File: src/hw/io_pkg.sv
// IO subsystem shared definitions
// Bus widths, data and address types, and request opcodes
package io_pkg;

    // Width of one IO data word on the external bus
    localparam int IO_DATA_WIDTH = 32;

    // Width of an IO address as seen on the external bus
    // The register bank only decodes the low bits of it
    localparam int IO_ADDR_WIDTH = 16;

    // One data word, used for write data from a core and read data back to it
    typedef logic [IO_DATA_WIDTH-1:0] io_data_t;

    // One IO address
    typedef logic [IO_ADDR_WIDTH-1:0] io_addr_t;

    // Request opcode carried with each core request
    // A read returns the selected register value in the response
    // A write stores the data and its response carries a zero read value
    typedef enum logic
    {
        IO_READ  = 1'b0,
        IO_WRITE = 1'b1
    } io_op_t;

endpackage

File: src/hw/io_register_bank.sv
// IO register bank on the external bus
// Writable registers with read data registered one cycle after the read strobe
module io_register_bank #(
    parameter int NUM_IO_REGS = 16
) (
    input  logic             clk,
    input  logic             reset,
    input  logic             io_read_en,
    input  logic             io_write_en,
    input  io_pkg::io_addr_t io_address,
    input  io_pkg::io_data_t io_write_data,
    output io_pkg::io_data_t io_read_data
);

    import io_pkg::*;

    localparam int REG_INDEX_WIDTH = (NUM_IO_REGS > 1) ? $clog2(NUM_IO_REGS) : 1;

    io_data_t                   regs [NUM_IO_REGS];
    logic [REG_INDEX_WIDTH-1:0] reg_index;

    // Higher addresses alias onto the bank
    // A power-of-two depth reduces this to the low address bits
    assign reg_index = REG_INDEX_WIDTH'(io_address % NUM_IO_REGS);

    // All registers clear to zero on reset, and a write stores its data at the clock edge
    always_ff @(posedge clk, posedge reset)
    begin
        if (reset)
        begin
            for (int i = 0; i < NUM_IO_REGS; i++)
                regs[i] <= '0;
        end
        else if (io_write_en)
        begin
            regs[reg_index] <= io_write_data;
        end
    end

    // Read data holds the register value as it was before any write in the
    // same cycle, and returns to zero whenever no read was issued
    // The interconnect relies on this for the zero read value of a write
    always_ff @(posedge clk, posedge reset)
    begin
        if (reset)
            io_read_data <= '0;
        else if (io_read_en)
            io_read_data <= regs[reg_index];
        else
            io_read_data <= '0;
    end

endmodule

File: config.mk
export PLATFORM = sky130hd
export DESIGN_NAME = io_register_bank
export DESIGN_NICKNAME = d
export VERILOG_FILES = /design/src/hw/io_pkg.sv /design/src/hw/io_register_bank.sv
export SDC_FILE = /design/constraint.sdc
export NUM_CORES = 1
export LEC_CHECK = 0
export BUFFER_PORTS_ARGS = -buffer_cell sky130_fd_sc_hd__buf_2
export CORE_MARGIN = 3
export CORE_UTILIZATION = 38
export DETAILED_ROUTE_END_ITERATION = 12
export MAX_ROUTING_LAYER = met4
export SYNTH_ARGS = -nofsm -noshare
export SYNTH_HDL_FRONTEND = slang
export SYNTH_SLANG_ARGS = --single-unit
File: constraint.sdc
create_clock -name clk -period 24.5 [get_ports clk]
set_clock_uncertainty 0.2 [all_clocks]
set_input_delay 3.675 -clock clk [delete_from_list [all_inputs] [get_ports clk]]
set_output_delay 3.675 -clock clk [all_outputs]
set_load 0.01 [all_outputs]
==> run summary <==
status = finished clean
Sw Ratio = 24.3%
cell leakage power = 11.8 nW
Most used DFF post-synth = dfrtp_1
CP arrival = 6.98 ns
Area contributors post-synth = dfrtp_1, mux2_2, mux4_2
IO Count = 84
kind of critical path = in -> reg
fin crit share = 27.3%
detailed placement HPWL = 30600 um
DR WL/cell = 22.8 um
H-Tree Depth = 2
final hold viol count = 0
Worst-path clk slew = 0.06 ns
vias in the first global route = 14282
Least-Margin Pin Slew = 1.13 ns
Num CTS Buffers = 58
VDD IR max = 48.4 uV
antenna viol nets, final = 0
gpl congestion = 0.699
share of the synthesized area in the top cell type = 56.7%
CTS tree = built
most used cell, CP = buf_4
Post-route DRC = 0
most numerous cell in the Yosys netlist = mux2_2
post-synth top area cell = dfrtp_1
HP Class = reg -> reg
met3 Use GR = 2.45%
CORE AREA = 62100 um2
power per standard cell area = 91.8 nW/um2
minimum clock period = 6.69 ns
hold buffers post-CTS = 0
EDFF count, synth = 0
synthesized cell area = 24000 um2
row cnt = 91
maximum clock rate = 0.149 GHz
hold path depth = 1
RSZ-0062 raised after global routing = no
register area share after synthesis = 56.7%
largest net degree at the start of global routing = 190
Initial Util = 38.7%
Synthesized Nets = 1601
GRT overflow = 0
max_cap viols = 0
Most Crowded Layer GR = met2
via count = 13259
cells along the critical path = buf_4, buf_4, nand2b_1, nor2_4, buf_4, mux2_2
Levels on crit path = 6
Sequential Power Share = 48.1%
CP max stage cell = buf_4
FILL cells = 5524
Initial DRT Pass Iterations = 5
CTS root buffer = clkbuf_16
Clock Tree Buf Depth = 3
Skew-Pair Late Insertion Delay = 0.62 ns
port buffer count = 71
Post-CTS Setup Inserts = 0
Ys Warns = 0
Internal Power = 1.88 mW
Crit path largest cell delay = 0.87 ns
final core utilization = 43.6%
Yosys reg bits = 544
layout cells sized above 1 = 52.5%
nature of the critical path endpoint = flop
Detailed Route WL = 56000 um
clock group share of total power = 36.0%
Clock Sinks = 544
met1 Use GR = 24.3%
Comb power frac = 15.9%
Post-Synthesis Cells = 1549
met2 usage = 27.5%
Post-CTS Resized = 0
P_sw = 0.605 mW
Post-Route Setup TNS = 0 ns
Worst Path Required = 24.79 ns
Syn-to-layout area delta = 12.8%
nets@finish = 1617
synth unique cells = 26
Post-synth top cells = mux2_2, dfrtp_1, buf_2
die width = 257 um
Die ar. = 66200 um2
Startpoint Class = primary input
Vias/cell = 5.40
Setup violations, final = 0
Post-synth ARST share = 100%
Crit path buffers/inverters = 3
FF-to-FF path depth = 3
Rel. slew slack = 24.7%
antenna violations before repair = 3
Avg Cell Area, Syn = 15.5 um2
Starting DRT DRC Count = 773
Final Slew Violations = 0
worst-path fanout max = 44
CP top delay family = buffers and inverters
first-pass GRT wire length = 87800 um
die height = 257 um
GRT Total Usage = 17.6%
cell type report:
class                           instances  area (um2)  share of cell area [%]
Clock buffer                           93        1840                    6.81
Clock inverter                         16         156                   0.578
Tap cell                              837        1050                    3.87
Sequential cell                       544       13600                    50.3
Inverter                                1        11.3                  0.0416
Multi-Input combinational cell        863        9810                    36.2
Timing Repair Buffer                   97         588                    2.17
Antenna cell                            4        10.0                  0.0370
cells by family (layout without fill, tap and decap cells):
logic type,after synthesis,count (layout),synth area share [%]
AND/OR/NAND/NOR,31,31,0.704
AO/OA/AOI/OAI,128,128,4.00
flip-flops,544,544,56.7
other,0,4,0
multiplexers,704,704,35.7
buffers and inverters,142,207,2.88
metal layers:
layer / wire length (um) / up-vias
met5: 0 / -
met4: 1130 / 0
met3: 1950 / 77
met2: 26400 / 204
met1: 26500 / 7183
li1: - / 5795
power groups by stage:
stage / Sequential, mW / Combinational, mW / Clock (mW)
after detailed placement: 1.21 / 0.400 / 0
final: 1.20 / 0.395 / 0.896
after global routing: 1.22 / 0.434 / 0.956
after CTS: 1.20 / 0.401 / 0.920
after floorplan: 1.19 / 0.324 / 0
after global placement: 1.20 / 0.386 / 0
layout by cell type, fill, tap and decap left out, types with 4 or more instances in the layout:
master,instances
mux2_2,563
dfrtp_1,544
buf_2,69
mux2i_1,64
mux4_2,64
clkbuf_16,59
a22o_1,32
o22ai_1,32
a22oi_1,32
o31ai_1,32
buf_4,25
clkbuf_8,24
mux2_1,13
clkinv_2,11
nor2_4,10
clkbuf_1,10
nand2b_2,5
diode_2,4
final timing paths:
kind,start,endpoint,slack (ns)
setup / recovery,io_address[0],regs[216],17.81
hold / removal,regs[408],regs[408],0.29
setup reg to reg,regs[266],io_read_data[10],22.86
max in group asynchronous,reset,regs[52],18.61
min in group asynchronous,reset,regs[406],3.03
hold reg to reg,regs[408],regs[408],0.29
state kept, by name (all words and copies together), names as in the netlist:
name and flops:
regs 512, io_read_data 32
through the flow:
step	total power, mW	setup WS (ns)	instance area, um2	hold WS [ns]	instances
finish	2.49	17.81	27100	0.289	2455
floorplan	1.51	5.42	24000	0.258	1549
global placement	1.58	17.11	25100	0.270	2342
global route	2.61	17.50	27100	0.310	2454
CTS	2.52	17.75	27100	0.293	2451
detailed placement	1.61	17.10	25100	0.279	2342
worst reg2reg max path, stage by stage, from the launching register on:
cell     delay (ns)
dfrtp_1        0.37
mux4_2         0.47
a22oi_1        0.31
o31ai_1        0.15
Note: power is estimated with default switching activity, not from simulation.
